$ cat src/common/misc_pkg.sv
/* Shared widths, word types and bit positions for the misc-control block.
   Pending and enable bits follow the INT_* positions; refresh count saturates at 8. */
package misc_pkg;

	// Register and read-bus word
	localparam int unsigned DATA_W = 16;
	typedef logic [DATA_W-1:0] data_word_t;

	// One bit per interrupt source
	localparam int unsigned INT_SRC_N = 5;
	typedef logic [INT_SRC_N-1:0] int_mask_t;

	// Interrupt bit positions, same in enable mask, ack field and pending bits
	localparam int unsigned INT_VIDEO  = 0;
	localparam int unsigned INT_GPU    = 1;
	localparam int unsigned INT_OBJECT = 2;
	localparam int unsigned INT_TIMER  = 3;
	localparam int unsigned INT_DSP    = 4;

	// Acknowledge field sits in din[12:8]
	localparam int unsigned INT_ACK_LSB = 8;

	// Owed refresh count, top bit flags the full state
	localparam int unsigned REF_CNT_W = 4;
	localparam int unsigned REF_FULL_BIT = REF_CNT_W - 1;
	typedef logic [REF_CNT_W-1:0] refresh_count_t;

	// Refresh divider value, zero turns refresh off
	localparam int unsigned REF_RATE_W = 4;
	typedef logic [REF_RATE_W-1:0] refresh_rate_t;

	// Refresh bus request states
	typedef enum logic {
		REF_IDLE,
		REF_REQUEST
	} ref_state_t;

endpackage

$ cat src/timer/pit_timer.sv
/* Prescaler and timer down-counters; a zero prescale reload stops both and keeps tint low.
   tint is a one-cycle pulse every (P+1)(T+1) cycles. */
`timescale 1ns/100ps

module pit_timer (
	input  logic                 sys_clk,
	input  logic                 resetl,
	input  misc_pkg::data_word_t din,
	input  logic                 pit0_wr,
	input  logic                 pit1_wr,
	output logic                 tint,
	output misc_pkg::data_word_t pit0_data,
	output misc_pkg::data_word_t pit1_data
);

	// Reload values written by the CPU
	misc_pkg::data_word_t pre_reload;
	misc_pkg::data_word_t tim_reload;

	// Running counters
	misc_pkg::data_word_t pre_cnt;
	misc_pkg::data_word_t tim_cnt;

	logic ten;
	logic pre_zero;
	logic tim_zero;
	logic tick;

	// Timer runs only while the prescale reload is nonzero
	assign ten = |pre_reload;

	assign pre_zero = (pre_cnt == '0);
	assign tim_zero = (tim_cnt == '0);

	// Prescaler terminal count, one per P+1 cycles
	assign tick = ten & pre_zero;

	// Terminal count of the second stage
	assign tint = tick & tim_zero;

	// Reload registers
	always_ff @(posedge sys_clk) begin
		if (!resetl) begin
			pre_reload <= '0;
			tim_reload <= '0;
		end else begin
			if (pit0_wr) begin
				pre_reload <= din;
			end
			if (pit1_wr) begin
				tim_reload <= din;
			end
		end
	end

	// Prescaler
	// A write loads the counter directly, same edge as the reload
	always_ff @(posedge sys_clk) begin
		if (!resetl) begin
			pre_cnt <= '0;
		end else if (pit0_wr) begin
			pre_cnt <= din;
		end else if (!ten) begin
			pre_cnt <= '0;
		end else if (pre_zero) begin
			pre_cnt <= pre_reload;
		end else begin
			pre_cnt <= pre_cnt - 1'b1;
		end
	end

	// Timer counter
	// Held at zero while disabled, even across a pit1 write
	always_ff @(posedge sys_clk) begin
		if (!resetl) begin
			tim_cnt <= '0;
		end else if (!ten) begin
			tim_cnt <= '0;
		end else if (pit1_wr) begin
			tim_cnt <= din;
		end else if (tick) begin
			// Wrap back to T on the tick that fires tint
			if (tim_zero) begin
				tim_cnt <= tim_reload;
			end else begin
				tim_cnt <= tim_cnt - 1'b1;
			end
		end
	end

	// Live counter values for read-back
	assign pit0_data = pre_cnt;
	assign pit1_data = tim_cnt;

endmodule

$ cat src/refresh/refresh_ctrl.sv
/* DRAM refresh scheduler; owed count saturates at 8 and increments while full are dropped.
   A completion needs refback, ack and mreq_in high in the same cycle. */
`timescale 1ns/100ps

module refresh_ctrl #(
	parameter int unsigned PRESCALE_BITS = 6
) (
	input  logic                     sys_clk,
	input  logic                     resetl,
	input  misc_pkg::refresh_rate_t  refresh_rate,
	input  logic                     tcount,
	input  logic                     start_ref,
	input  logic                     refback,
	input  logic                     ack,
	input  logic                     mreq_in,
	output logic                     refreq,
	output misc_pkg::refresh_count_t ref_count
);

	// Free-running prescaler
	logic [PRESCALE_BITS-1:0] ps;
	logic                     pen;

	// Rate divider
	misc_pkg::refresh_rate_t rp;
	logic                    rpcen;
	logic                    lrpc;
	logic                    rate_on;

	// Owed count control
	misc_pkg::refresh_count_t rc;
	logic                     add_ref;
	logic                     done_ref;
	logic                     full;
	logic                     notempty;

	misc_pkg::ref_state_t state;
	misc_pkg::ref_state_t state_nxt;

	// Prescaler wraps every 2^PRESCALE_BITS cycles
	always_ff @(posedge sys_clk) begin
		if (!resetl) begin
			ps <= '0;
		end else begin
			ps <= ps + 1'b1;
		end
	end

	assign pen = &ps;

	// Test mode steps the divider every cycle
	assign rpcen = pen | tcount;

	// Divider passes zero, time for another refresh
	assign lrpc = rpcen & (rp == '0);

	assign rate_on = |refresh_rate;

	always_ff @(posedge sys_clk) begin
		if (!resetl) begin
			rp <= '0;
		end else if (lrpc) begin
			rp <= refresh_rate;
		end else if (rpcen) begin
			rp <= rp - 1'b1;
		end
	end

	assign full     = rc[misc_pkg::REF_FULL_BIT];
	assign notempty = |rc;

	// New refresh owed, only when the rate is nonzero
	assign add_ref = lrpc & rate_on;

	// Memory side finished one refresh cycle
	assign done_ref = refback & ack & mreq_in;

	// Up/down count, simultaneous add and done cancel out
	always_ff @(posedge sys_clk) begin
		if (!resetl) begin
			rc <= '0;
		end else if (add_ref && !done_ref) begin
			// Saturate at the full value
			if (!full) begin
				rc <= rc + 1'b1;
			end
		end else if (done_ref && !add_ref && notempty) begin
			rc <= rc - 1'b1;
		end
	end

	// Request state machine
	always_comb begin
		state_nxt = state;
		unique case (state)
			misc_pkg::REF_IDLE: begin
				// Forced when full, early when asked and something is owed
				if (full || (start_ref && notempty)) begin
					state_nxt = misc_pkg::REF_REQUEST;
				end
			end
			misc_pkg::REF_REQUEST: begin
				if (!notempty) begin
					state_nxt = misc_pkg::REF_IDLE;
				end
			end
			default: begin
				state_nxt = misc_pkg::REF_IDLE;
			end
		endcase
	end

	always_ff @(posedge sys_clk) begin
		if (!resetl) begin
			state <= misc_pkg::REF_IDLE;
		end else begin
			state <= state_nxt;
		end
	end

	// Drop the request as soon as the last owed refresh completes
	assign refreq = (state == misc_pkg::REF_REQUEST) & notempty;

	assign ref_count = rc;

endmodule

$ cat src/interrupt/int_ctrl.sv
/* Five-source interrupt controller and read-bus merge; video and DSP are edge-triggered.
   A pending bit set and acknowledged in the same cycle toggles. */
`timescale 1ns/100ps

module int_ctrl (
	input  logic                     sys_clk,
	input  logic                     resetl,
	input  misc_pkg::data_word_t     din,
	input  logic                     int_wr,
	input  logic                     int2_wr,
	input  logic                     vint,
	input  logic                     gpuint,
	input  logic                     obint,
	input  logic                     dint,
	input  logic                     tint,
	input  logic                     int_rd,
	input  logic                     pit0_rd,
	input  logic                     pit1_rd,
	input  logic                     test_rd,
	input  misc_pkg::data_word_t     pit0_data,
	input  misc_pkg::data_word_t     pit1_data,
	input  misc_pkg::refresh_count_t ref_count,
	output logic                     intl,
	output logic                     ihandler,
	output misc_pkg::data_word_t     dr_out,
	output logic                     dr_oe,
	output logic                     dr_hi_oe
);

	localparam int unsigned INT_PAD_W = misc_pkg::DATA_W - misc_pkg::INT_SRC_N;
	localparam int unsigned RC_PAD_W  = misc_pkg::DATA_W - misc_pkg::REF_CNT_W;

	misc_pkg::int_mask_t ie;
	misc_pkg::int_mask_t ack_bits;
	misc_pkg::int_mask_t set_bits;
	misc_pkg::int_mask_t pend;

	// Two-flop samplers for the edge-triggered sources
	logic vi1;
	logic vi2;
	logic di1;
	logic di2;

	misc_pkg::data_word_t int_word;
	misc_pkg::data_word_t rc_word;

	// Enable mask from the low byte of an int write
	always_ff @(posedge sys_clk) begin
		if (!resetl) begin
			ie <= '0;
		end else if (int_wr) begin
			ie <= din[misc_pkg::INT_SRC_N-1:0];
		end
	end

	// Acknowledge field only valid with the write strobe
	assign ack_bits = int_wr ?
		din[misc_pkg::INT_ACK_LSB +: misc_pkg::INT_SRC_N] : '0;

	always_ff @(posedge sys_clk) begin
		if (!resetl) begin
			vi1 <= 1'b0;
			vi2 <= 1'b0;
			di1 <= 1'b0;
			di2 <= 1'b0;
		end else begin
			vi1 <= vint;
			vi2 <= vi1;
			di1 <= dint;
			di2 <= di1;
		end
	end

	// Set terms, masked by the enables
	always_comb begin
		set_bits = '0;
		// Rising edge seen one flop after the first sample
		set_bits[misc_pkg::INT_VIDEO]  = vi1 & ~vi2 & ie[misc_pkg::INT_VIDEO];
		set_bits[misc_pkg::INT_GPU]    = gpuint & ie[misc_pkg::INT_GPU];
		set_bits[misc_pkg::INT_OBJECT] = obint & ie[misc_pkg::INT_OBJECT];
		set_bits[misc_pkg::INT_TIMER]  = tint & ie[misc_pkg::INT_TIMER];
		set_bits[misc_pkg::INT_DSP]    = di1 & ~di2 & ie[misc_pkg::INT_DSP];
	end

	// JK pending bits
	// j sets, k clears, both together toggles
	always_ff @(posedge sys_clk) begin
		if (!resetl) begin
			pend <= '0;
		end else begin
			pend <= (set_bits & ~ack_bits) |
				(set_bits & ack_bits & ~pend) |
				(~set_bits & ~ack_bits & pend);
		end
	end

	// Active-low request while anything is pending
	assign intl = ~|pend;

	// Handler flag follows intl a cycle later and is cleared by int2 write
	// Clear only takes once nothing is pending
	always_ff @(posedge sys_clk) begin
		if (!resetl) begin
			ihandler <= 1'b0;
		end else begin
			ihandler <= ~intl | (ihandler & ~int2_wr);
		end
	end

	// Read-back words, padded to bus width
	assign int_word = {{INT_PAD_W{1'b0}}, pend};
	assign rc_word  = {ref_count, {RC_PAD_W{1'b0}}};

	// Wired-OR of the selected sources, unselected ones give zero
	assign dr_out = (int_rd  ? int_word  : '0) |
		(pit0_rd ? pit0_data : '0) |
		(pit1_rd ? pit1_data : '0) |
		(test_rd ? rc_word   : '0);

	// Low bits driven for register reads, top nibble for the test read
	assign dr_oe    = int_rd | pit0_rd | pit1_rd;
	assign dr_hi_oe = test_rd;

endmodule

$ cat src/verilog/misc_top.sv
/* Misc-control top level on a single sys_clk; write strobes come in already qualified.
   PRESCALE_BITS sets the refresh prescaler width. */
`timescale 1ns/100ps

module misc_top #(
	parameter int unsigned PRESCALE_BITS = 6
) (
	input  logic                    sys_clk,
	input  logic                    resetl,
	input  misc_pkg::data_word_t    din,
	input  logic                    pit0_wr,
	input  logic                    pit1_wr,
	input  logic                    int_wr,
	input  logic                    int2_wr,
	input  logic                    int_rd,
	input  logic                    pit0_rd,
	input  logic                    pit1_rd,
	input  logic                    test_rd,
	input  logic                    vint,
	input  logic                    gpuint,
	input  logic                    obint,
	input  logic                    dint,
	input  misc_pkg::refresh_rate_t refresh_rate,
	input  logic                    tcount,
	input  logic                    start_ref,
	input  logic                    refback,
	input  logic                    ack,
	input  logic                    mreq_in,
	output misc_pkg::data_word_t    dr_out,
	output logic                    dr_oe,
	output logic                    dr_hi_oe,
	output logic                    intl,
	output logic                    ihandler,
	output logic                    tint,
	output logic                    refreq
);

	// Read-back values gathered by the interrupt controller
	misc_pkg::data_word_t     pit0_data;
	misc_pkg::data_word_t     pit1_data;
	misc_pkg::refresh_count_t ref_count;

	// Timer, tint also feeds interrupt source 3
	pit_timer u_pit_timer (
		.sys_clk   (sys_clk),
		.resetl    (resetl),
		.din       (din),
		.pit0_wr   (pit0_wr),
		.pit1_wr   (pit1_wr),
		.tint      (tint),
		.pit0_data (pit0_data),
		.pit1_data (pit1_data)
	);

	refresh_ctrl #(
		.PRESCALE_BITS (PRESCALE_BITS)
	) u_refresh_ctrl (
		.sys_clk      (sys_clk),
		.resetl       (resetl),
		.refresh_rate (refresh_rate),
		.tcount       (tcount),
		.start_ref    (start_ref),
		.refback      (refback),
		.ack          (ack),
		.mreq_in      (mreq_in),
		.refreq       (refreq),
		.ref_count    (ref_count)
	);

	// Interrupts plus the shared read bus
	int_ctrl u_int_ctrl (
		.sys_clk   (sys_clk),
		.resetl    (resetl),
		.din       (din),
		.int_wr    (int_wr),
		.int2_wr   (int2_wr),
		.vint      (vint),
		.gpuint    (gpuint),
		.obint     (obint),
		.dint      (dint),
		.tint      (tint),
		.int_rd    (int_rd),
		.pit0_rd   (pit0_rd),
		.pit1_rd   (pit1_rd),
		.test_rd   (test_rd),
		.pit0_data (pit0_data),
		.pit1_data (pit1_data),
		.ref_count (ref_count),
		.intl      (intl),
		.ihandler  (ihandler),
		.dr_out    (dr_out),
		.dr_oe     (dr_oe),
		.dr_hi_oe  (dr_hi_oe)
	);

endmodule

$ cat config.mk
export PLATFORM = sky130hd
export DESIGN_NAME = misc_top
export DESIGN_NICKNAME = d
export VERILOG_FILES = /design/src/common/misc_pkg.sv /design/src/timer/pit_timer.sv /design/src/refresh/refresh_ctrl.sv /design/src/interrupt/int_ctrl.sv /design/src/verilog/misc_top.sv
export SDC_FILE = /design/constraint.sdc
export NUM_CORES = 1
export LEC_CHECK = 0
export BUFFER_PORTS_ARGS = -buffer_cell sky130_fd_sc_hd__buf_2
export CORE_MARGIN = 4
export CORE_UTILIZATION = 30
export CTS_BUF_LIST = sky130_fd_sc_hd__clkbuf_8 sky130_fd_sc_hd__clkbuf_16
export DETAILED_ROUTE_END_ITERATION = 16
export GPL_ROUTABILITY_DRIVEN = 0
export GPL_TIMING_DRIVEN = 0
export PLACE_DENSITY = 0.57
export SLEW_MARGIN = 10
export SYNTH_ARGS = -nofsm -noshare
export SYNTH_HDL_FRONTEND = slang
export SYNTH_SLANG_ARGS = --single-unit
$ cat constraint.sdc
create_clock -name sys_clk -period 2.6 [get_ports sys_clk]
set_input_delay 0.52 -clock sys_clk [delete_from_list [all_inputs] [get_ports sys_clk]]
set_output_delay 0.52 -clock sys_clk [all_outputs]
set_load 0.05 [all_outputs]
[Word-level counts from Yosys, hierarchy flattened]
Cells that the tools add are included.
Storage, ports and cells
  register bits after elaboration: 94
  input bits: 39
  word-level logic and storage cells: 99
Cells by class
  add/sub/neg operators: 6
  eq/ne operators: 1
  multiplexer cells: 19
  bitwise gates (word level): 36
  reductions and logical operators: 21
Operators with widths (number)
  $mux 16: 9
  $or 16x16->16: 3
  $logic_not 16->1: 2
  $sub 16x1->16 const B: 2
  $and 5x5->5: 5
  $mux 4: 5
  $reduce_or 16->1: 1
  $and 1x1->1: 15
  $not 5->5: 3
  $mux 5: 2
  $or 5x5->5: 2
  $reduce_or 4->1: 2
  $sub 4x1->4 const B: 2
  $add 6x1->6 const B: 1
  $reduce_and 6->1: 1
  $reduce_bool 2->1: 3
  $reduce_or 5->1: 1
  $add 4x1->4 const B: 1
  $logic_and 1x1->1: 4
  $logic_not 4->1: 1
  $not 1->1: 4
  $or 1x1->1: 4
  $reduce_and 2->1: 2
  $logic_not 1->1: 3
  other kinds (4): 5

[Longest topological paths before layout]
Gate-level depths: netlist of the first run.
  depth after elaboration: 9
  depth in mapped cells: 9
  depth with buffers taken out: 7

[Modules after synthesis]
From an unflattened synthesis of the first run, not the netlist that was laid out.
Second synthesis, totals
  cell total of the unflattened synthesis: 571
  area total of the unflattened synthesis: 5014.8 um2
Modules (own cells, without submodules)
  pit_timer: instances 1, cells an instance 397, area each 3420.8 um2
  refresh_ctrl: instances 1, cells an instance 96, area each 857.1 um2
  int_ctrl: instances 1, cells an instance 78, area each 737.0 um2

[Least setup slack after synthesis of the first run]
No wires, ideal clock.
  path type: register to output
  start point: register u_pit_timer.tim_cnt[0] (netlist: u_pit_timer.pit1_data[0])
  end point: output tint
  data arrival time: 2.351 ns
  required time: 2.080 ns
  slack: -0.271 ns
  stages on the path, launching flop included: 9
  buffers on the path: 2
  cell sequence: dfxtp_1 inv_1 ha_1 or3b_2 clkbuf_1 nor2_1 nand2_1 clkbuf_1 nor2_1
On the way
  word-level cells in the longest chain between the ends: 2
RTL lines
  from (decl): line pit_timer.sv:22  | misc_pkg::data_word_t tim_cnt;
  from (signal assigned): line pit_timer.sv:80  | tim_cnt <= din;
  from (signal assigned): line pit_timer.sv:84  | tim_cnt <= tim_reload;
  from (signal assigned): line pit_timer.sv:86  | tim_cnt <= tim_cnt - 1'b1;
  $logic_not 16->1: line pit_timer.sv:33  | assign tim_zero = (tim_cnt == '0);
  $and 1x1->1: line pit_timer.sv:39  | assign tint = tick & tim_zero;
  to (decl): line misc_top.sv:34  | output logic tint,
No other way between the ends.

[Worst setup path after layout of the first run]
Ends and elaborated chain as after synthesis.

==> qor.log, run 1 <==
qor: sta.timing_max_transition_violations_final 0
qor: floorplan.dieArea 18650 sq um
qor: synthesis.synth_fa_ha_area_share 2.018%
qor: floorplan.chipWidth 136.6 um
qor: finish.drive_gt1_share 18.87%
qor: drt.wirelength 17720 um
qor: drt.viasPerCell 5.767
qor: synthesis.post_synth_main_area_contributors sky130_fd_sc_hd__dfxtp_1, sky130_fd_sc_hd__mux2i_1, sky130_fd_sc_hd__nor2_1, sky130_fd_sc_hd__a21oi_1, sky130_fd_sc_hd__nand2_1
qor: drt.detail_route.iter0.violations 577
qor: sta.hold_viol 0
qor: synthesis.synth.lib_cells_used.distinct 65
qor: cts.clkSlewWorstSetupHoldPaths 0.07 ns
qor: floorplan.core-area 16060 sq um
qor: global_route.grt_remaining_overflow 0
qor: synthesis.number_of_synthesized_register_bits 94
qor: sta.layout_worst_path_cycle_share 100.0%
qor: global_route.track_usage 19.15%
qor: drt.drcViolationCount 0
qor: placed_design.portBuffers 56
qor: placed_design.hpwlAfterDp 12870 um
qor: synthesis.synth-compound-area-share 22.81%
qor: global_route.via_count_of_the_first_global_routing_pass 4879
qor: drt.post_drt_wl_per_cell 19.93 um
qor: pwr.peakVddDrop 0.0003473 V
qor: sta.grt_setup_unrepaired true
qor: synthesis.synth-xor-area-share 2.472%
qor: drt.dr_wl_met2 7661 um
qor: finish.fin_cells 889
qor: synthesis.syn_inst 593
qor: synthesis.synth_simple_gate_area_share 22.05%
qor: cts.ctsLongestPathBuffers 2
qor: sta.maxSlewHeadroom 45.52%
qor: global_route.grt_antenna_before_repair 0
qor: global_route.grt_max_degree 16
qor: synthesis.synth.yosys.warnings 0
qor: finish.syn_to_final_growth 22.91%
qor: worst_setup_path.worst_setup_path_start_kind register
qor: floorplan.rows 46
qor: placed_design.placed_cells_incl_taps 865
qor: worst_setup_path.critical-path-slowest-cell sky130_fd_sc_hd__or3b_4
qor: cts.clock_sinks 94
qor: floorplan.die_h 136.6 um
qor: worst_setup_path.cp-end-kind output port
qor: floorplan.initial_cell_density_of_the_core 30.89%
qor: drt.highest_layer met4
qor: drt.routed_length_on_met1 7734 um
qor: drt.detailed_routing_iterations_pass_1 6
qor: synthesis.synth_seq_area_share 37.94%
qor: synthesis.synth-edff-count 0
qor: sta.timing.clock.skew 0.01030 ns
qor: run.maxCapViolCount 0
qor: synthesis.post-synth-top-count-cell sky130_fd_sc_hd__dfxtp_1
qor: synthesis.synth_common_cells sky130_fd_sc_hd__dfxtp_1, sky130_fd_sc_hd__nor2_1, sky130_fd_sc_hd__a21oi_1
qor: sta.finalWorstPathRequiredPeriod 2.600 ns
qor: worst_setup_path.cp_max_fo 10
qor: synthesis.postSynth.asyncResetShare 0%
qor: worst_setup_path.arrival 2.08 ns
qor: worst_setup_path.timing.setup.critical_path_class register to output port
qor: pwr.total_power 4.394 mW
qor: synthesis.synthMuxAreaShare 7.215%
qor: cts.postCtsHoldBufs 0
qor: sta.max_clock_freq 384.6 MHz
qor: floorplan.io_count 61
qor: cts.tritoncts yes
qor: worst_hold_path.min-delay-path-class input port to register
qor: sta.worst_slew_pin_slew 0.8171 ns
qor: placed_design.post-place-ws -0.7186 ns
qor: synthesis.synth_area_leader_cell sky130_fd_sc_hd__dfxtp_1
qor: drt.dr_total_vias 5127
qor: cts.cts_buffers 9
qor: drt.ant_nets 0
qor: worst_setup_path.worst_ep_required_time 2.08 ns
qor: finish.diodes 0
qor: cts.htreeDepth 3
qor: synthesis.largest_family_of_logic_cells_by_synthesized_area compound AO/OA/AOI/OAI gates
qor: status.status finished clean
qor: sta.setup_viol 0
qor: synthesis.synth_area 4960 sq um
qor: synthesis.synth.net_count 640
qor: drt.met3_routed_length 1939 um
qor: global_route.global_route_wire_length_before_repair 27170 um
qor: pwr.power.density_cell_area 720.8 nW/um^2
qor: finish.final_net_count 715
qor: sta.finalWorstSetupSlack 0.00003664 ns
qor: cts.clk_root_buffer_cell sky130_fd_sc_hd__clkbuf_16
qor: synthesis.synthFlopType sky130_fd_sc_hd__dfxtp_1
qor: worst_setup_path.timing.critical_path.cells inv_1 -> ha_2 -> or3b_4 -> nor2_4 -> nand2_2 -> buf_8 -> nor2_4 -> buf_8
qor: worst_setup_path.critical_path.max_stage_delay 0.41 ns
qor: pwr.leakage_power 2.439 nW
qor: cts.clock_insertion_delay_worst_skew 0.36 ns
qor: synthesis.yosysTopAreaCellShare 37.94%
qor: synthesis.syn_avg_cell_area 8.364 sq um
==> logic make-up after synthesis <==
group                      after synthesis
adders and majority gates                8
muxes                                   35
buffers and inverters                   69
and+or+nand+nor                        215
AOI/OAI and AO/OA                      158
xor gates and xnor gates                14
DFF                                     94
==> layout by cell type (no fill, tap or decap), types with 14 or more instances in the layout <==
cell / n
sky130_fd_sc_hd__dfxtp_1: 90
sky130_fd_sc_hd__nand2_1: 44
sky130_fd_sc_hd__mux2i_1: 29
sky130_fd_sc_hd__nor3_1: 17
sky130_fd_sc_hd__nor2_1: 63
sky130_fd_sc_hd__clkbuf_1: 23
sky130_fd_sc_hd__inv_1: 28
sky130_fd_sc_hd__buf_2: 56
sky130_fd_sc_hd__a21oi_1: 48
sky130_fd_sc_hd__o21ai_0: 14
==> layout make-up <==
cell class / count / area (sq um)
multi-input cells: 430 / 2912
repair buffers: 68 / 380.4
clock inverters: 6 / 108.9
clock buffers: 10 / 239.0
fillers: 1632 / 9962
flip-flops and latches: 94 / 1889
inverters: 31 / 116.4
well taps: 216 / 270.3
plain buffers: 34 / 180.2
==> final timing paths <==
check	startpoint	end	slack [ns]	depth (start not counted)
max	u_pit_timer.pit1_data[0]	tint	0.00004	8
min	vint	u_int_ctrl.vi1	0.37	2
min reg2reg	u_refresh_ctrl.ps[0]	u_refresh_ctrl.ps[0]	0.45	1
max reg2reg	u_pit_timer.pit0_data[11]	u_pit_timer.pit1_data[0]	0.06	5
==> where the power goes <==
part	switching, mW	internal (mW)
registers	0.145	1.55
clock network	0.590	0.964
logic	0.711	0.432
==> repair_timing <==
item	4_1_cts	5_1_grt
pin swaps	4	5
hold endpoints to repair	0	0
buffers inserted	7	5
setup endpoints to repair	20	10
resized for setup	31	9
==> through the flow <==
step                      utilization (%)  hold slack, ns  cell area, sq um  TNS (ns)
after global placement              34.36          0.4267              5518    -2.769
final                               37.96          0.3728              6096         0
after detailed placement            34.36          0.4369              5518    -4.009
after floorplan                         -          0.4132              4967         0
after global routing                37.96          0.3675              6096  -0.07190
after CTS                           37.57          0.3633              6033         0
==> routing by layer <==
metal  track usage [%]  vias up
li1                  -     2349
met3             6.507       31
met5                 0        -
met1             25.98     2462
met2             28.70      285
met4             5.879        0
==> state kept, by name, indices dropped and copies added (netlist names) <==
| register | count |
|---|---|
| u_pit_timer.pit0_data | 16 |
| u_refresh_ctrl.ref_count | 4 |
| u_int_ctrl.ihandler | 1 |
| u_pit_timer.pit1_data | 16 |
| u_int_ctrl.di1 | 1 |
| u_pit_timer.tim_reload | 16 |
| u_pit_timer.pre_reload | 16 |
| u_int_ctrl.vi1 | 1 |
| u_refresh_ctrl.rp | 4 |
| u_int_ctrl.vi2 | 1 |
| u_int_ctrl.pend | 5 |
| u_refresh_ctrl.state | 1 |
| u_refresh_ctrl.ps | 6 |
| u_int_ctrl.ie | 5 |
| u_int_ctrl.di2 | 1 |
==> worst max-delay path: cells and delay by family, from the launching register on <==
kind	cells	cell delay (ns)
AND/OR/NAND/NOR	4	0.75
flip-flops	1	0.36
buffers and inverters	3	0.40
adder cells (fa/ha/maj)	1	0.20
Note: power is estimated with default switching activity, not from simulation.
==> inputs of run 2 (changes only) <==
--- a/config.mk
+++ b/config.mk
@@ -10,9 +10,9 @@
 export CORE_UTILIZATION = 30
 export CTS_BUF_LIST = sky130_fd_sc_hd__clkbuf_8 sky130_fd_sc_hd__clkbuf_16
 export DETAILED_ROUTE_END_ITERATION = 16
-export GPL_ROUTABILITY_DRIVEN = 0
 export GPL_TIMING_DRIVEN = 0
 export PLACE_DENSITY = 0.57
+export SETUP_SLACK_MARGIN = 0.3
 export SLEW_MARGIN = 10
 export SYNTH_ARGS = -nofsm -noshare
 export SYNTH_HDL_FRONTEND = slang
==> run 2 against run 1 <==
  * Critical endpoint unchanged
  * Flip-flop and latch count unchanged
  * Critical path type unchanged
  * Worst setup slack improved by 0.083 ns
  * Worst hold slack lost 0.0034 ns
  * Combinational power rose by 11%
==> qor.log, run 2 (same netlist as run 1, synthesis figures left out) <==
qor: status.status finished clean
qor: worst_setup_path.critical-path-slowest-cell sky130_fd_sc_hd__or3b_4
qor: drt.drcViolationCount 0
qor: sta.finalWorstPathRequiredPeriod 2.517 ns
qor: cts.clock_insertion_delay_worst_skew 0.36 ns
qor: worst_setup_path.arrival 2.00 ns
qor: global_route.global_route_wire_length_before_repair 27600 um
qor: global_route.grt.busiest_layer met2
qor: sta.worst_slew_pin_slew 0.8554 ns
qor: run.maxCapViolCount 0
qor: global_route.gr-usage-met1 25.93%
qor: drt.post_drt_wl_per_cell 19.90 um
qor: finish.fin_cells 911
qor: worst_setup_path.worst_ep_required_time 2.08 ns
qor: global_route.grt_remaining_overflow 0
qor: pwr.total_power 4.389 mW
qor: finish.syn_to_final_growth 29.06%
qor: finish.final_design_area_no_fill 6401 sq um
qor: floorplan.io_count 61
qor: worst_setup_path.cpLargestDelayFamily simple AND/OR/NAND/NOR gates
qor: cts.ctsLongestPathBuffers 2
qor: worst_setup_path.timing.critical_path.cells inv_4 -> ha_4 -> or3b_4 -> clkbuf_16 -> nor2_4 -> nand2_2 -> buf_8 -> nor2_4 -> buf_8
qor: sta.whs 0.3694 ns
qor: global_route.grt_max_degree 16
qor: worst_hold_path.whs_path_depth 2
qor: floorplan.core-area 16060 sq um
qor: sta.hold_viol 0
qor: worst_setup_path.worst_setup_path_start_kind register
qor: drt.detail_route.iter0.violations 583
qor: floorplan.initial_cell_density_of_the_core 30.89%
qor: worst_hold_path.min-delay-path-class input port to register
qor: drt.ant_nets 0
qor: global_route.track_usage 19.33%
qor: pwr.leakage_power 2.574 nW
qor: finish.commonest_non_fill_non_tap_cell_in_the_layout sky130_fd_sc_hd__dfxtp_1
qor: finish.final_net_count 737
qor: sta.grt_setup_unrepaired true
qor: sta.timing_max_transition_violations_final 0
qor: cts.clock_sinks 94
qor: placed_design.placed_cells_incl_taps 865
qor: cts.cts_buffers 9
qor: global_route.met2_usage 28.34%
qor: drt.viasPerCell 5.724
qor: sta.finalWorstSetupSlack 0.08342 ns
qor: worst_setup_path.worst-path-buf-inv 4
qor: placed_design.place.gp.congestion 0.8724
qor: sta.maxSlewHeadroom 42.98%
qor: pwr.peakVddDrop 0.0004443 V
qor: global_route.grtUsageMet3 6.434%
qor: floorplan.die_h 136.6 um
qor: worst_setup_path.reg2regPathDepth 8
qor: worst_setup_path.cp-end-kind output port
qor: floorplan.rows 46
qor: global_route.grt_antenna_before_repair 1
qor: drt.dr_total_vias 5215
qor: floorplan.chipWidth 136.6 um
qor: cts.postCtsHoldBufs 0
qor: cts.clkSlewWorstSetupHoldPaths 0.07 ns
qor: drt.wirelength 18130 um
qor: pwr.power.density_cell_area 685.7 nW/um^2
qor: sta.max_clock_freq 397.4 MHz
qor: sta.layout_worst_path_cycle_share 96.79%
qor: placed_design.placed_cell_area 5559 sq um
qor: worst_setup_path.cp_max_fo 4
qor: sta.timing.clock.skew 0.009398 ns
qor: worst_setup_path.critical_path_cell_count 9
qor: finish.diodes 0
qor: placed_design.portBuffers 56
qor: cts.clk_root_buffer_cell sky130_fd_sc_hd__clkbuf_16
qor: finish.drive_gt1_share 24.46%
qor: finish.final_cell_mix sky130_fd_sc_hd__dfxtp_1, sky130_fd_sc_hd__nor2_1, sky130_fd_sc_hd__buf_2
qor: floorplan.dieArea 18650 sq um
qor: sta.setup_viol 0
qor: placed_design.post-place-ws -0.2997 ns
qor: drt.detailed_routing_iterations_pass_1 7
qor: worst_setup_path.critical_path.max_stage_delay 0.38 ns
qor: cts.htreeDepth 3
qor: cts.tritoncts yes
qor: global_route.via_count_of_the_first_global_routing_pass 4881
qor: worst_setup_path.timing.setup.critical_path_class register to output port
qor: placed_design.hpwlAfterDp 13090 um
==> run 2: routing by layer <==
| metal | wire length (um) | vias up | share of wire, % |
|---|---|---|---|
| met3 | 1756 | 44 | 9.7 |
| met5 | 8 | - | 0.044 |
| li1 | - | 2404 | - |
| met1 | 7949 | 2519 | 44 |
| met4 | 707 | 2 | 3.9 |
| met2 | 7703 | 246 | 42 |
==> run 2: path summary, 6_finish.rpt <==
path	endpoint	from	slack, ns
worst min-delay path	u_int_ctrl.di1	dint	0.37
worst max register to register	u_pit_timer.pit1_data[14]	u_pit_timer.pit0_data[7]	0.24
worst max-delay path	tint	u_pit_timer.pit1_data[0]	0.08
worst min register to register	u_refresh_ctrl.ps[0]	u_refresh_ctrl.ps[0]	0.45
==> run 2: timing repair <==
action	CTS	global route
gates resized for setup	49	35
cloned	0	0
pin swaps	10	11
setup endpoints to repair	40	35
buffers inserted	23	7
==> run 2: area by class of cell <==
cell class                      count  area [sq um]
Fill cell                        1621          9657
Timing Repair Buffer               86         525.5
Multi-Input combinational cell    430          3028
Buffer                             38         240.2
Clock inverter                      7         90.09
Sequential cell                    94          1901
Inverter                           31         121.4
Clock buffer                        9         225.2
Tap cell                          216         270.3
==> run 2: report_power, final <==
group	leakage, nW	internal, mW	switching (mW)
Sequential	0.778	1.55	0.138
Clock	0.157	0.838	0.591
Combinational	1.64	0.511	0.760
Total	2.57	2.90	1.49
==> run 2: per-stage QoR <==
stage	TNS, ns	util, %
5_1_grt	0	39.86
3_3_place_gp	-0.2841	34.62
4_1_cts	0	38.80
3_5_place_dp	-0.2997	34.62
2_1_floorplan	0	-
6_report	0	39.86
==> run 2: worst reg2reg max path, stage by stage, from the launching register on <==
cell,delay (ns)
sky130_fd_sc_hd__dfxtp_1,0.30
sky130_fd_sc_hd__clkbuf_2,0.18
sky130_fd_sc_hd__or3_4,0.44
sky130_fd_sc_hd__or4_4,0.56
sky130_fd_sc_hd__nor3_4,0.31
sky130_fd_sc_hd__buf_6,0.16
sky130_fd_sc_hd__buf_4,0.11
sky130_fd_sc_hd__a211o_2,0.11
sky130_fd_sc_hd__a21oi_1,0.06
==> inputs of run 3 (changes only) <==
--- a/config.mk
+++ b/config.mk
@@ -6,7 +6,6 @@
 export NUM_CORES = 1
 export LEC_CHECK = 0
 export BUFFER_PORTS_ARGS = -buffer_cell sky130_fd_sc_hd__buf_2
-export CORE_MARGIN = 4
 export CORE_UTILIZATION = 30
 export CTS_BUF_LIST = sky130_fd_sc_hd__clkbuf_8 sky130_fd_sc_hd__clkbuf_16
 export DETAILED_ROUTE_END_ITERATION = 16
==> constraint.sdc (replaced) <==
create_clock -name sys_clk -period 2.6 [get_ports sys_clk]
set_input_delay 0 -clock sys_clk [delete_from_list [all_inputs] [get_ports sys_clk]]
set_output_delay 0 -clock sys_clk [all_outputs]
set_load 0.05 [all_outputs]
==> run 3 against run 2 <==
  * Worst hold slack got worse by 0.36 ns
  * Via count rose by 0.13%
  * Maximum frequency rose by 6.2%
  * Die area fell by 8.6%
  * Non-clock buffer count rose by 15
  * Clock power fell by 15%
  * Register-to-register slack improved by 0.04 ns
  * Critical path depth fell by 3
  * Cell count rose by 1.5%
  * Critical endpoint unchanged
  * Total power fell by 5.5%
  * Critical path type unchanged
  * Largest power group unchanged
  * Worst setup slack improved by 0.15 ns
  * Design area barely moved
==> qor.log, run 3 (same netlist as run 1, synthesis figures left out) <==
qor: global_route.grt_max_degree 14
qor: cts.cts_buffers 9
qor: worst_setup_path.worst_ep_required_time 2.60 ns
qor: drt.detail_route.iter0.violations 534
qor: floorplan.io_count 61
qor: pwr.total_switching_power 1.441 mW
qor: floorplan.dieArea 17050 sq um
qor: floorplan.chipWidth 130.6 um
qor: worst_setup_path.arrival 2.37 ns
qor: global_route.grt_antenna_before_repair 1
qor: global_route.met2_usage 31.25%
qor: finish.commonest_non_fill_non_tap_cell_in_the_layout sky130_fd_sc_hd__dfxtp_1
qor: pwr.peakVddDrop 0.0004001 V
qor: finish.drive_gt1_share 20.62%
qor: floorplan.core-area 16000 sq um
qor: finish.sequential_cell_area 1894 sq um
qor: drt.post_drt_wl_per_cell 18.90 um
qor: sta.maxSlewHeadroom 46.00%
qor: sta.grt_setup_unrepaired true
qor: run.maxCapViolCount 0
qor: worst_setup_path.worst-path-buf-inv 2
qor: global_route.grtUsageMet3 5.578%
qor: floorplan.rows 46
qor: drt.dr_total_vias 5222
qor: worst_hold_path.whs_path_depth 5
qor: drt.viasPerCell 5.645
qor: global_route.gr-usage-met1 29.41%
qor: worst_setup_path.timing.setup.critical_path_class register to output port
qor: sta.worst_slew_pin_slew 0.8100 ns
qor: worst_hold_path.min-delay-path-class input port to register
qor: drt.ant_nets 0
qor: cts.clk_root_buffer_cell sky130_fd_sc_hd__clkbuf_16
qor: worst_setup_path.setup.worst_path.start u_pit_timer.pre_reload[11]
qor: sta.finalWorstPathRequiredPeriod 2.369 ns
qor: finish.final_cell_mix sky130_fd_sc_hd__dfxtp_1, sky130_fd_sc_hd__nor2_1, sky130_fd_sc_hd__buf_2
qor: global_route.grt_remaining_overflow 0
qor: sta.setup_viol 0
qor: sta.max_clock_freq 422.1 MHz
qor: worst_setup_path.critical-path-slowest-cell sky130_fd_sc_hd__nor4_1
qor: placed_design.hpwlAfterDp 12690 um
qor: sta.whs 0.009116 ns
qor: worst_setup_path.cpLargestDelayFamily simple AND/OR/NAND/NOR gates
qor: worst_setup_path.critical_path.max_stage_delay 0.53 ns
qor: worst_setup_path.worst_setup_path_start_kind register
qor: cts.htreeDepth 3
qor: sta.timing.clock.skew 0.006967 ns
qor: drt.detailed_routing_iterations_pass_1 5
qor: pwr.internal-power 2.706 mW
qor: placed_design.place.gp.congestion 0.8979
qor: pwr.power.density_cell_area 647.4 nW/um^2
qor: worst_setup_path.cp-end-kind output port
qor: worst_hold_path.min_from start_ref
qor: pwr.power.share.combinational 29.8%
qor: status.status finished clean
qor: finish.syn_to_final_growth 29.14%
qor: placed_design.portBuffers 56
qor: sta.layout_worst_path_cycle_share 91.13%
qor: global_route.grt.busiest_layer met2
qor: sta.tns 0 ns
qor: sta.hold_viol 0
qor: global_route.via_count_of_the_first_global_routing_pass 4737
qor: cts.tritoncts yes
qor: global_route.global_route_wire_length_before_repair 26850 um
qor: finish.fillerInstances 1663
qor: floorplan.die_h 130.6 um
qor: pwr.switching_share 34.75%
qor: worst_setup_path.worst_r2r_startpoint u_pit_timer.pit0_data[10]
qor: cts.clock_sinks 94
qor: cts.clkSlewWorstSetupHoldPaths 0.07 ns
qor: finish.multi_input_comb_area 2973 sq um
qor: floorplan.initial_cell_density_of_the_core 31.00%
qor: worst_setup_path.reg2regPathDepth 7
qor: worst_setup_path.path_common_cell sky130_fd_sc_hd__buf_6
qor: worst_setup_path.critical_path_cell_count 6
qor: drt.drcViolationCount 0
qor: worst_setup_path.cp_max_fo 10
qor: cts.clock_insertion_delay_worst_skew 0.36 ns
qor: pwr.leakage_power 2.584 nW
qor: global_route.track_usage 21.16%
qor: drt.wirelength 17480 um
qor: pwr.p_seq_share 40.7%
qor: finish.final_net_count 752
qor: worst_setup_path.timing.critical_path.cells nor4_1 -> nand4_1 -> nand2_4 -> buf_6 -> nor2_2 -> buf_6
qor: cts.ctsLongestPathBuffers 2
qor: pwr.clock_power_share 29.4%
qor: sta.timing_max_transition_violations_final 0
run 3: final timing paths:
path                                                  to  slack [ns]
worst max-delay path                                tint        0.23
worst min-delay path                u_refresh_ctrl.state       0.009
worst min register to register      u_refresh_ctrl.ps[0]        0.45
worst max register to register  u_pit_timer.pit1_data[2]        0.28
run 3: metrics by stage:
| stage | total power, mW | std cells | worst slack (ns) | utilization, % | instance area, sq um |
|---|---|---|---|---|---|
| finish | 4.147 | 925 | 0.2307 | 40.03 | 6405 |
| global route | 4.339 | 924 | 0.2148 | 40.01 | 6402 |
| CTS | 4.080 | 918 | 0.1949 | 39.04 | 6247 |
| detailed placement | 2.769 | 865 | -0.3385 | 34.61 | 5538 |
| global placement | 2.753 | 865 | -0.3440 | 34.61 | 5538 |
| floorplan | 2.454 | 593 | 0.3410 | - | 4987 |
run 3: final cells by class:
class,instances,share of cell area [%]
Clock buffer,10,3.731
Buffer,38,3.126
Antenna cell,1,0.03907
Clock inverter,4,0.2930
Inverter,31,1.856
Multi-Input combinational cell,430,46.42
Sequential cell,94,29.58
Tap cell,216,4.220
Timing Repair Buffer,101,10.74
run 3: worst register-to-register path, delay by kind of cell, from the launching register on:
| kind | cells | cell delay (ns) |
|---|---|---|
| buf+inv | 2 | 0.30 |
| flops | 1 | 0.32 |
| simple gates | 3 | 1.30 |
| compound gates | 2 | 0.32 |
run 3: power groups by stage:
stage / combinational (mW) / sequential, mW / clock (mW)
4_1_cts: 1.16 / 1.68 / 1.24
2_1_floorplan: 0.790 / 1.66 / 0
3_3_place_gp: 1.05 / 1.70 / 0
3_5_place_dp: 1.06 / 1.71 / 0
5_1_grt: 1.34 / 1.70 / 1.30
6_report: 1.24 / 1.69 / 1.22
run 3: routing by layer:
metal / share of wire [%] / up-vias
li1: - / 2432
met1: 44 / 2494
met2: 43 / 270
met3: 10 / 26
met4: 2.4 / 0
met5: 0 / -
run 3: timing repair:
action | 4_1_cts | 5_1_grt
endpoints found under the hold margin | 48 | 0
setup endpoints to repair | 36 | 26
gates resized for setup | 28 | 32
setup buffers | 15 | 6
hold buffers | 24 | 0
pin swaps | 6 | 9
